## config.mk

```make
export PLATFORM = sky130hd
export DESIGN_NAME = addr_decode_stage_flat
export DESIGN_NICKNAME = d
export VERILOG_FILES = /design/src/rtl/copro_bus_pkg.sv /design/src/rtl/copro_stage_if.sv /design/src/rtl/addr_decode_stage.sv /design/src/flat_wrapper.sv
export VERILOG_INCLUDE_DIRS = /design/src /design/src/rtl
export SDC_FILE = /design/constraint.sdc
export NUM_CORES = 1
export LEC_CHECK = 0
export BUFFER_PORTS_ARGS = -buffer_cell sky130_fd_sc_hd__buf_2
export CORE_ASPECT_RATIO = 1.4
export CORE_UTILIZATION = 30
export DETAILED_ROUTE_END_ITERATION = 10
export RECOVER_POWER = 50
export SLEW_MARGIN = 10
export SYNTH_ARGS = -nofsm -noshare
export SYNTH_HDL_FRONTEND = slang
export SYNTH_SLANG_ARGS = --single-unit
export TNS_END_PERCENT = 5
```

## constraint.sdc

```tcl
create_clock -name cpu_clk -period 9.15 [get_ports cpu_clk]
set_input_delay 0.915 -clock cpu_clk [delete_from_list [all_inputs] [get_ports cpu_clk]]
set_output_delay 0.915 -clock cpu_clk [all_outputs]
set_load 0.01 [all_outputs]
```

## src/rtl/copro_cfg.svh

```systemverilog
`ifndef COPRO_CFG_SVH
`define COPRO_CFG_SVH

// host mailbox window FEF8-FEFF, match on addr[15:3]
`define COPRO_TUBE_PAGE    13'h1FDF
// internal ram answers where addr[15:12] is one of these
`define COPRO_INT_LO_TOP   4'h0
`define COPRO_INT_HI_TOP   4'hF
// internal ram depth in words, indexed by addr[12:0]
`define COPRO_INT_WORDS    8192
// cycles per external byte cycle
`define COPRO_BYTE_WAIT    2
// external sram byte address width
`define COPRO_EXT_AW       17

`endif

```

## src/rtl/copro_bus_pkg.sv

```systemverilog
package copro_bus_pkg;

   // ----------------------------------------
   // request target, set by the decode stage
   // ----------------------------------------
   typedef enum logic [1:0] {
      // word ram at 0000-0FFF and F000-FFFF
      REG_INT  = 2'd0,
      // byte-wide sram behind the controller
      REG_EXT  = 2'd1,
      // host mailbox at FEF8-FEFF
      REG_TUBE = 2'd2
   } region_e;

   // mailbox register select, addr[2:0]
   // offsets 3..7 are unused and read zero
   typedef enum logic [2:0] {
      MB_STATUS   = 3'd0,
      MB_H2P_DATA = 3'd1,
      MB_P2H_DATA = 3'd2
   } mbox_reg_e;

endpackage

```

## src/rtl/copro_stage_if.sv

```systemverilog
`timescale 1ns/10ps

interface copro_stage_if;

   // one decoded cpu request
   logic                    valid;
   logic                    rnw;
   copro_bus_pkg::region_e  region;
   logic [15:0]             addr;
   logic [15:0]             wdata;
   // access stage busy, item stays in decode
   logic                    stall;

   // ----------------------------------------
   // decode side drives the request
   // ----------------------------------------
   modport decode (
      output valid, rnw, region, addr, wdata,
      input  stall
   );

   // access side consumes it, pushes back stall
   modport access (
      input  valid, rnw, region, addr, wdata,
      output stall
   );

endinterface

```

## src/rtl/addr_decode_stage.sv

```systemverilog
`timescale 1ns/10ps
`include "copro_cfg.svh"

module addr_decode_stage (
   input  logic          cpu_clk,
   input  logic          rst_n,
   input  logic          mreq_b,
   input  logic          rnw,
   input  logic [15:0]   addr,
   input  logic [15:0]   wdata,
   input  logic          clken,
   copro_stage_if.decode out
);

   logic                   accept;
   copro_bus_pkg::region_e region_d;
   logic                   valid_q;
   logic                   rnw_q;
   copro_bus_pkg::region_e region_q;
   logic [15:0]            addr_q;
   logic [15:0]            wdata_q;

   // cpu request taken only while clken is high
   assign accept = !mreq_b && clken;

   // ----------------------------------------
   // region decode
   // ----------------------------------------
   // mailbox window overlays the top of internal ram
   always_comb
   begin
      if (addr[15:3] == `COPRO_TUBE_PAGE)
         region_d = copro_bus_pkg::REG_TUBE;
      else if ((addr[15:12] == `COPRO_INT_LO_TOP) || (addr[15:12] == `COPRO_INT_HI_TOP))
         region_d = copro_bus_pkg::REG_INT;
      else
         region_d = copro_bus_pkg::REG_EXT;
   end

   // valid only, payload follows it
   always_ff @(posedge cpu_clk)
   begin
      if (!rst_n)
         valid_q <= 1'b0;
      // stalled item stays put
      else if (!out.stall)
         valid_q <= accept;
   end

   always_ff @(posedge cpu_clk)
   begin
      if (!out.stall && accept)
      begin
         rnw_q    <= rnw;
         region_q <= region_d;
         addr_q   <= addr;
         wdata_q  <= wdata;
      end
   end

   assign out.valid  = valid_q;
   assign out.rnw    = rnw_q;
   assign out.region = region_q;
   assign out.addr   = addr_q;
   assign out.wdata  = wdata_q;

endmodule

```

## src/flat_wrapper.sv

```systemverilog
// flat-port wrapper written by rule: the top's interface ports become plain ports
module addr_decode_stage_flat 
  (cpu_clk, rst_n, mreq_b, rnw, addr, wdata, clken, out_valid, out_rnw, out_region, out_addr, out_wdata, out_stall);
  copro_stage_if out_i ();
  input  logic cpu_clk;
  input  logic rst_n;
  input  logic mreq_b;
  input  logic rnw;
  input  logic [15:0] addr;
  input  logic [15:0] wdata;
  input  logic clken;
  output wire logic [$bits(out_i.valid)-1:0] out_valid;
  output wire logic [$bits(out_i.rnw)-1:0] out_rnw;
  output wire logic [$bits(out_i.region)-1:0] out_region;
  output wire logic [$bits(out_i.addr)-1:0] out_addr;
  output wire logic [$bits(out_i.wdata)-1:0] out_wdata;
  input wire logic [$bits(out_i.stall)-1:0] out_stall;
  assign out_valid = out_i.valid;
  assign out_rnw = out_i.rnw;
  assign out_region = out_i.region;
  assign out_addr = out_i.addr;
  assign out_wdata = out_i.wdata;
  assign out_i.stall = out_stall;
  addr_decode_stage u_core (.cpu_clk(cpu_clk), .rst_n(rst_n), .mreq_b(mreq_b), .rnw(rnw), .addr(addr), .wdata(wdata), .clken(clken), .out(out_i));
endmodule
```

==> results.json, run 1 <==
{
  "synth_area_leaders": "edfxtp_1, dfxtp_1, and2_1",
  "cts-root-buf": "clkbuf_8",
  "critical_path_arrival_ns": 2.55,
  "drcViolationCount": 0,
  "holdBufCountCts": 0,
  "portBuffers": 73,
  "cp_data_required_time_ns": 9.03,
  "stdcell_count": 170,
  "cts_inserted_buffers": 5,
  "clk_path_buf_depth": 2,
  "place.gp.congestion": 0.708,
  "critPathLaunchType": "input port",
  "die_w_microns": 54.0,
  "post_cts_resized": 0,
  "synth.largest_area_cell": "edfxtp_1",
  "violations": "max-capacitance violations, max-slew violations",
  "synth-seq-cells": 36,
  "drtAntennaViolNets": 0,
  "syn_inst": 46,
  "status": "finished, violations left",
  "r2r_start": "u_core.out.valid",
  "wl_per_cell_microns": 13.4,
  "hold_viol_final": 0,
  "globalRouteTotalUtil": 0.118,
  "nets": 165,
  "hold_path.class": "reg -> reg",
  "path_clk_slew_ns": 0.06,
  "grt-ovfl-total": 0,
  "grt_pass1_vias": 715,
  "fin_skew_ns": 0,
  "r2r_slack_ns": 8.45,
  "leakagePower_nw": 0.658,
  "area.growth.synth_to_final_pct": 44.9,
  "cts_tree": "done",
  "synth_cell_types": 11,
  "hold_end": "u_core.out.valid",
  "initial_core_util": 0.312,
  "ctsHtreeMaxLevel": 2,
  "dpl_cell_area_sq_um": 1570,
  "yosysSeqAreaShare": 0.943,
  "post-place-ws_ns": 7.17,
  "maxCapViolCount": 1,
  "hold_depth": 2,
  "io_pins": 74,
  "fin_area_sq_um": 1650,
  "vias_per_cell": 4.40,
  "timing.final.max_slew_violations": 37,
  "antenna_found_initial": 0,
  "fin_crit_sh": 0.293,
  "worst_pin_slew_ns": 1.81,
  "worstSetupPathType": "in -> reg",
  "grt_pass1_wl_microns": 3110,
  "synth_area_sq_um": 1140,
  "max-vdd-ir-drop_uv": 112,
  "finalSetupViolations": 0,
  "firstDrtPassIters": 2,
  "die-height_microns": 74.8,
  "core_area_sq_um": 3640,
  "antenna_cells": 0,
  "min_from": "u_core.out.valid",
  "worstSkewPairLatency_ns": 0.28,
  "finalWorstSetupSlack_ns": 6.47,
  "fill_cells": 366,
  "rsz0062_at_grt": "no",
  "cts_setup_buffers": 0,
  "yosys_warnings": 0,
  "powerDensity_nw_per_um2": 203,
  "tns_ns": 0,
  "worst-path-max-fanout": 36,
  "num_vias": 748,
  "grt_max_degree": 37,
  "fp-row-count": 26,
  "synth_top_area_frac": 0.925,
  "period_needed_ns": 2.68,
  "r2r-end": "u_core.out.valid",
  "total_power_uw": 333,
  "cts_sinks": 36,
  "dieArea_sq_um": 4040,
  "fmax_mhz": 374,
  "post-place-cells": 162,
  "avgSynthCellArea_sq_um": 24.7,
  "drtIter0Drc": 3,
  "end_kind": "flop",
  "drive_gt1_frac": 0.555,
  "ff2ff_path_depth": 2,
  "wl_microns": 2270,
  "slew-limit-headroom": -0.206,
  "synth_fp_nets": 84
}
==> critical path, cell delays in order <==
cell and delay, ns:
buf_2 0.11, nor3b_1 0.19, clkbuf_1 1.33
==> power breakdown <==
part           switching, mW  internal, mW  leakage (nW)
logic                 0.0120        0.0104         0.277
registers            0.00176         0.190         0.330
clock network         0.0512        0.0686        0.0515
==> metal layers <==
metal,vias up,share of wire,routed length [microns],GRT usage
met3,7,0.15,335,0.0768
met2,53,0.48,1100,0.170
met1,341,0.34,778,0.126
li1,347,-,-,-
met4,0,0.025,57,0.0769
met5,-,0,0,0
==> state kept, by name (all words and copies together), names as in the netlist <==
register	count
u_core.out.valid	1
u_core.out.addr	16
u_core.out.rnw	1
u_core.out.wdata	16
u_core.out.region	2
==> synthesized netlist by cell type <==
| library cell | count |
|---|---|
| nor4_1 | 1 |
| dfxtp_1 | 1 |
| nand2_1 | 1 |
| and2_1 | 2 |
| edfxtp_1 | 35 |
| nand3_1 | 1 |
| nor3b_1 | 1 |
| o21a_1 | 1 |
| nand4b_1 | 1 |
| or4_1 | 1 |
| nand4_1 | 1 |
==> kinds of logic (layout without fill, tap and decap cells) <==
family / after synthesis / count (layout) / share of synthesized area
flops: 36 / 36 / 0.943
compound gates: 1 / 1 / 0.00661
simple gates: 9 / 9 / 0.0507
buf+inv: 0 / 82 / 0
==> cell type report <==
cell class	count	area, sq um	area share
repair buffers	74	358	0.217
multi-input cells	10	65.1	0.0395
clock buffers	8	100	0.0608
well taps	42	52.6	0.0319
flip-flops and latches	36	1070	0.650
==> metrics by stage <==
step | util | hold WS [ns]
3_3_place_gp | 0.430 | 0.536
6_report | 0.452 | 0.577
5_1_grt | 0.452 | 0.607
4_1_cts | 0.457 | 0.582
3_5_place_dp | 0.430 | 0.566
2_1_floorplan | - | 0.599
==> worst max path at each step <==
stage / end / cells after the start / slack, ns / start
after global routing: u_core.out.wdata[12] / 3 / 6.33 / out_stall
after global placement: u_core.out.wdata[3] / 3 / 7.21 / out_stall
after floorplan: u_core.out.addr[0] / 1 / 5.08 / out_stall
after detailed placement: u_core.out.addr[14] / 3 / 7.17 / out_stall
final: u_core.out.wdata[6] / 3 / 6.47 / out_stall
after CTS: out_addr[9] / 1 / 7.41 / u_core.out.addr[9]
==> layout by cell type (no fill, tap or decap) <==
cell type  count
and2_0         1
and2_1         1
buf_2         64
clkbuf_1      11
clkbuf_8       7
dfxtp_1        1
edfxtp_1      35
nand2_1        1
nand3_1        1
nand4_1        1
nand4b_1       1
nor3b_1        1
nor4_1         1
o21a_1         1
or4_1          1
Power figures use the tool's default switching activity.
==> inputs of run 2 (changes only) <==
==> constraint.sdc (replaced) <==
create_clock -name cpu_clk -period 2.45 [get_ports cpu_clk]
set_input_delay 0.245 -clock cpu_clk [delete_from_list [all_inputs] [get_ports cpu_clk]]
set_output_delay 0.245 -clock cpu_clk [all_outputs]
set_load 0.01 [all_outputs]
==> results.json, run 2 (synthesis gave the netlist of run 1 again) <==
{
  "status": "finished clean",
  "power_switching_uw": 247,
  "hold_path.class": "in -> reg",
  "vias_per_cell": 4.27,
  "r2r_slack_ns": 1.75,
  "globalRouteTotalUtil": 0.112,
  "core_area_sq_um": 3640,
  "wl_microns": 2090,
  "total_power_mw": 1.29,
  "cts_inserted_buffers": 5,
  "die_w_microns": 54.0,
  "wl_per_cell_microns": 12.2,
  "swShare": 0.191,
  "end_kind": "flop",
  "slew-limit-headroom": 0.393,
  "worstSetupPathType": "in -> reg",
  "critPathCapture": "u_core.out.region[0]",
  "grtUsageMet3": 0.0707,
  "max-vdd-ir-drop_uv": 472,
  "ff2ff_path_depth": 2,
  "r2r_start": "u_core.out.valid",
  "nets": 166,
  "rsz0062_at_grt": "no",
  "dieArea_sq_um": 4040,
  "grt-ovfl-total": 0,
  "drtIter0Drc": 17,
  "cts_sinks": 36,
  "post_cts_resized": 0,
  "grt_pass1_vias": 737,
  "finalSetupViolations": 0,
  "worst-path-max-fanout": 18,
  "fin_util": 0.457,
  "place.gp.congestion": 0.674,
  "path_clk_slew_ns": 0.07,
  "clk_path_buf_depth": 2,
  "period_needed_ns": 1.43,
  "final_common_cell": "buf_2",
  "num_vias": 731,
  "initial_core_util": 0.312,
  "drcViolationCount": 0,
  "fill_cells": 360,
  "fp-row-count": 26,
  "die-height_microns": 74.8,
  "cts_tree": "done",
  "startpoint": "out_stall",
  "gr-usage-met1": 0.107,
  "cp_data_required_time_ns": 2.35,
  "met2_usage": 0.185,
  "antenna_found_initial": 0,
  "fin_crit_sh": 0.584,
  "portBuffers": 73,
  "drtAntennaViolNets": 0,
  "grt_pass1_wl_microns": 2990,
  "fin_skew_ns": 0,
  "dpl_cell_area_sq_um": 1580,
  "antenna_cells": 0,
  "worstSkewPairLatency_ns": 0.28,
  "ctsHtreeMaxLevel": 2,
  "worst_pin_slew_ns": 0.911,
  "tns_ns": 0,
  "p_comb_frac": 0.065,
  "maxCapViolCount": 0,
  "cts_setup_buffers": 0,
  "r2r-end": "u_core.out.valid",
  "firstDrtPassIters": 4,
  "area.growth.synth_to_final_pct": 46.6,
  "grt_max_degree": 19,
  "final_cell_mix": "buf_2, edfxtp_1, clkbuf_1",
  "busiest_layer": "met2",
  "fin_area_sq_um": 1670,
  "cts-root-buf": "clkbuf_8",
  "power_frac_seq": 0.551,
  "fmax_mhz": 699,
  "critical_path_arrival_ns": 1.33,
  "critPathLaunchType": "input port",
  "holdBufCountCts": 0,
  "powerDensity_nw_per_um2": 777,
  "drive_gt1_frac": 0.581,
  "timing.hold.ws_ns": 0.136,
  "hold_viol_final": 0,
  "timing.final.max_slew_violations": 0,
  "io_pins": 74,
  "leakagePower_nw": 0.672,
  "intPower_mw": 1.05,
  "hpwl_microns": 1670,
  "pwr-share-clk": 0.384
}
run 2: changes by cell type in the layout (fill, tap and decap cells not counted):
cell	delta
buf_2	+3
clkinvlp_4	+1
bufinv_16	+1
clkbuf_1	-3
clkinv_2	+1
clkbuf_8	-2
and2_1	+1
and2_0	-1
run 2: power by group through the flow:
| stage | Combinational [mW] | Sequential, mW | Clock (mW) |
|---|---|---|---|
| after detailed placement | 0.0897 | 0.727 | 0 |
| after floorplan | 0.00979 | 0.744 | 0 |
| after global routing | 0.0926 | 0.716 | 0.536 |
| after CTS | 0.0900 | 0.713 | 0.516 |
| after global placement | 0.0875 | 0.726 | 0 |
| final | 0.0839 | 0.713 | 0.497 |
run 2: critical path: stages:
cell and delay, ns:
buf_2 0.10, nor3b_1 0.26, clkbuf_1 0.72
run 2: area by class of cell:
class	instances	area, sq um	share of cell area
clock buffers	5	68.8	0.0413
multi-input cells	10	65.1	0.0391
clock inverters	3	42.5	0.0255
well taps	42	52.6	0.0316
flip-flops and latches	36	1070	0.643
repair buffers	75	365	0.219
run 2: per-stage QoR:
step / std cells / worst slack, ns
6_report: 171 / 1.02
5_1_grt: 171 / 0.903
4_1_cts: 171 / 1.38
3_5_place_dp: 163 / 1.19
3_3_place_gp: 163 / 1.19
2_1_floorplan: 46 / 0.330
run 2: worst min path at each step:
stage / depth (start not counted) / to / slack, ns / startpoint
final: 1 / u_core.out.wdata[15] / 0.14 / wdata[15]
after global routing: 1 / u_core.out.wdata[11] / 0.13 / wdata[11]
after CTS: 1 / u_core.out.wdata[15] / 0.12 / wdata[15]
after detailed placement: 1 / u_core.out.wdata[15] / 0.42 / wdata[15]
after global placement: 1 / u_core.out.wdata[15] / 0.42 / wdata[15]
after floorplan: 0 / u_core.out.addr[0] / 0.34 / addr[0]
run 2: routing by layer:
metal / wire, microns / part of all wire
met4: 0 / 0
met2: 1160 / 0.55
met5: 0 / 0
met1: 662 / 0.32
met3: 267 / 0.13
==> inputs of run 3 (changes only) <==
==> constraint.sdc (replaced) <==
create_clock -name cpu_clk -period 1.35 [get_ports cpu_clk]
set_input_delay 0.135 -clock cpu_clk [delete_from_list [all_inputs] [get_ports cpu_clk]]
set_output_delay 0.135 -clock cpu_clk [all_outputs]
set_load 0.01 [all_outputs]
==> results.json, run 3 (synthesis gave the netlist of run 1 again) <==
{
  "timing.final.max_slew_violations": 0,
  "cp_data_required_time_ns": 1.32,
  "io_pins": 74,
  "r2r_slack_ns": 0.66,
  "grt-ovfl-total": 0,
  "slew-limit-headroom": 0.660,
  "cts_inserted_buffers": 5,
  "post-place-cells": 162,
  "portBuffers": 73,
  "die-height_microns": 74.8,
  "cts-root-buf": "clkbuf_8",
  "worstSkewPairLatency_ns": 0.27,
  "wl_microns": 2030,
  "period_needed_ns": 1.01,
  "antenna_found_initial": 0,
  "path_clk_slew_ns": 0.07,
  "hold_viol_final": 0,
  "drtAntennaViolNets": 0,
  "final_cell_mix": "buf_2, edfxtp_1, clkbuf_1",
  "post_cts_resized": 0,
  "die_w_microns": 54.0,
  "place.gp.congestion": 0.732,
  "drcViolationCount": 0,
  "drive_gt1_frac": 0.594,
  "worst_pin_slew_ns": 0.509,
  "hold_depth": 1,
  "initial_core_util": 0.312,
  "nets": 165,
  "finalWorstSetupSlack_ns": 0.335,
  "grt_pass1_vias": 683,
  "tns_ns": 0,
  "startpoint": "out_stall",
  "hold_end": "u_core.out.wdata[8]",
  "status": "finished clean",
  "worst-path-max-fanout": 35,
  "cts_setup_buffers": 0,
  "antenna_cells": 0,
  "globalRouteTotalUtil": 0.0969,
  "worstSetupPathType": "in -> reg",
  "end_kind": "flop",
  "num_vias": 733,
  "hold_path.class": "in -> reg",
  "vias_per_cell": 4.31,
  "fin_skew_ns": 0,
  "finalSetupViolations": 0,
  "cts_tree": "done",
  "drtIter0Drc": 7,
  "ff2ff_path_depth": 2,
  "fin_crit_sh": 0.752,
  "r2r_start": "u_core.out.valid",
  "dpl_cell_area_sq_um": 1590,
  "fp-row-count": 26,
  "final_common_cell": "buf_2",
  "holdBufCountCts": 0,
  "grt_pass1_wl_microns": 2660,
  "stdcell_count": 170,
  "fmax_mhz": 986,
  "rsz0062_at_grt": "no",
  "area.growth.synth_to_final_pct": 47.5,
  "core_area_sq_um": 3640,
  "wl_per_cell_microns": 11.9,
  "r2r-end": "u_core.out.valid",
  "ctsHtreeMaxLevel": 2,
  "post-place-ws_ns": 0.195,
  "dieArea_sq_um": 4040,
  "firstDrtPassIters": 4,
  "critPathLaunchType": "input port",
  "maxCapViolCount": 0,
  "leakagePower_nw": 0.682,
  "cts_sinks": 36,
  "clk_path_buf_depth": 2,
  "max-vdd-ir-drop_uv": 850,
  "fin_util": 0.460,
  "critical_path_arrival_ns": 0.98,
  "grt_max_degree": 36,
  "powerDensity_nw_per_um2": 1400,
  "fin_area_sq_um": 1680,
  "min_from": "wdata[8]"
}
[run 3: cell count changes in the layout (fill, tap and decap cells not counted)]
cell and delta:
buf_12 +1, clkinvlp_4 -1, clkbuf_1 -2, buf_2 +1
[run 3: worst max path at each step]
stage / endpoint / slack [ns]
after global routing: u_core.out.region[1] / 0.32
after detailed placement: u_core.out.region[0] / 0.20
after CTS: out_addr[13] / 0.39
final: u_core.out.rnw / 0.34
after global placement: u_core.out.region[0] / 0.19
after floorplan: u_core.out.addr[0] / -0.17
[run 3: routing by layer]
| metal | share of wire | wire length, microns | vias to the layer above | global-route usage |
|---|---|---|---|---|
| li1 | - | - | 346 | - |
| met1 | 0.32 | 647 | 338 | 0.0792 |
| met2 | 0.55 | 1120 | 47 | 0.177 |
| met3 | 0.12 | 249 | 2 | 0.0525 |
| met4 | 0.0059 | 12 | 0 | 0.0513 |
| met5 | 0 | 0 | - | 0 |
[run 3: power breakdown]
group / switching [mW] / internal, mW
Combinational: 0.0796 / 0.0760
Clock: 0.342 / 0.547
Sequential: 0.0108 / 1.28
Total: 0.432 / 1.91
[run 3: cell type report]
type                    count  area (sq um)
flip-flops and latches     36          1070
clock buffers               6          72.6
well taps                  42          52.6
multi-input cells          10          65.1
clock inverters             2          35.0
repair buffers             74           379
fillers                   338          1970
[run 3: critical path: stages]
cell	delay [ns]
buf_2	0.10
nor3b_1	0.45
buf_12	0.27
[run 3: metrics by stage]
step | power, mW | hold WS [ns]
CTS | 2.38 | 0.0143
finish | 2.34 | 0.0290
global route | 2.43 | 0.0163
floorplan | 1.37 | 0.234
detailed placement | 1.48 | 0.313
global placement | 1.48 | 0.312
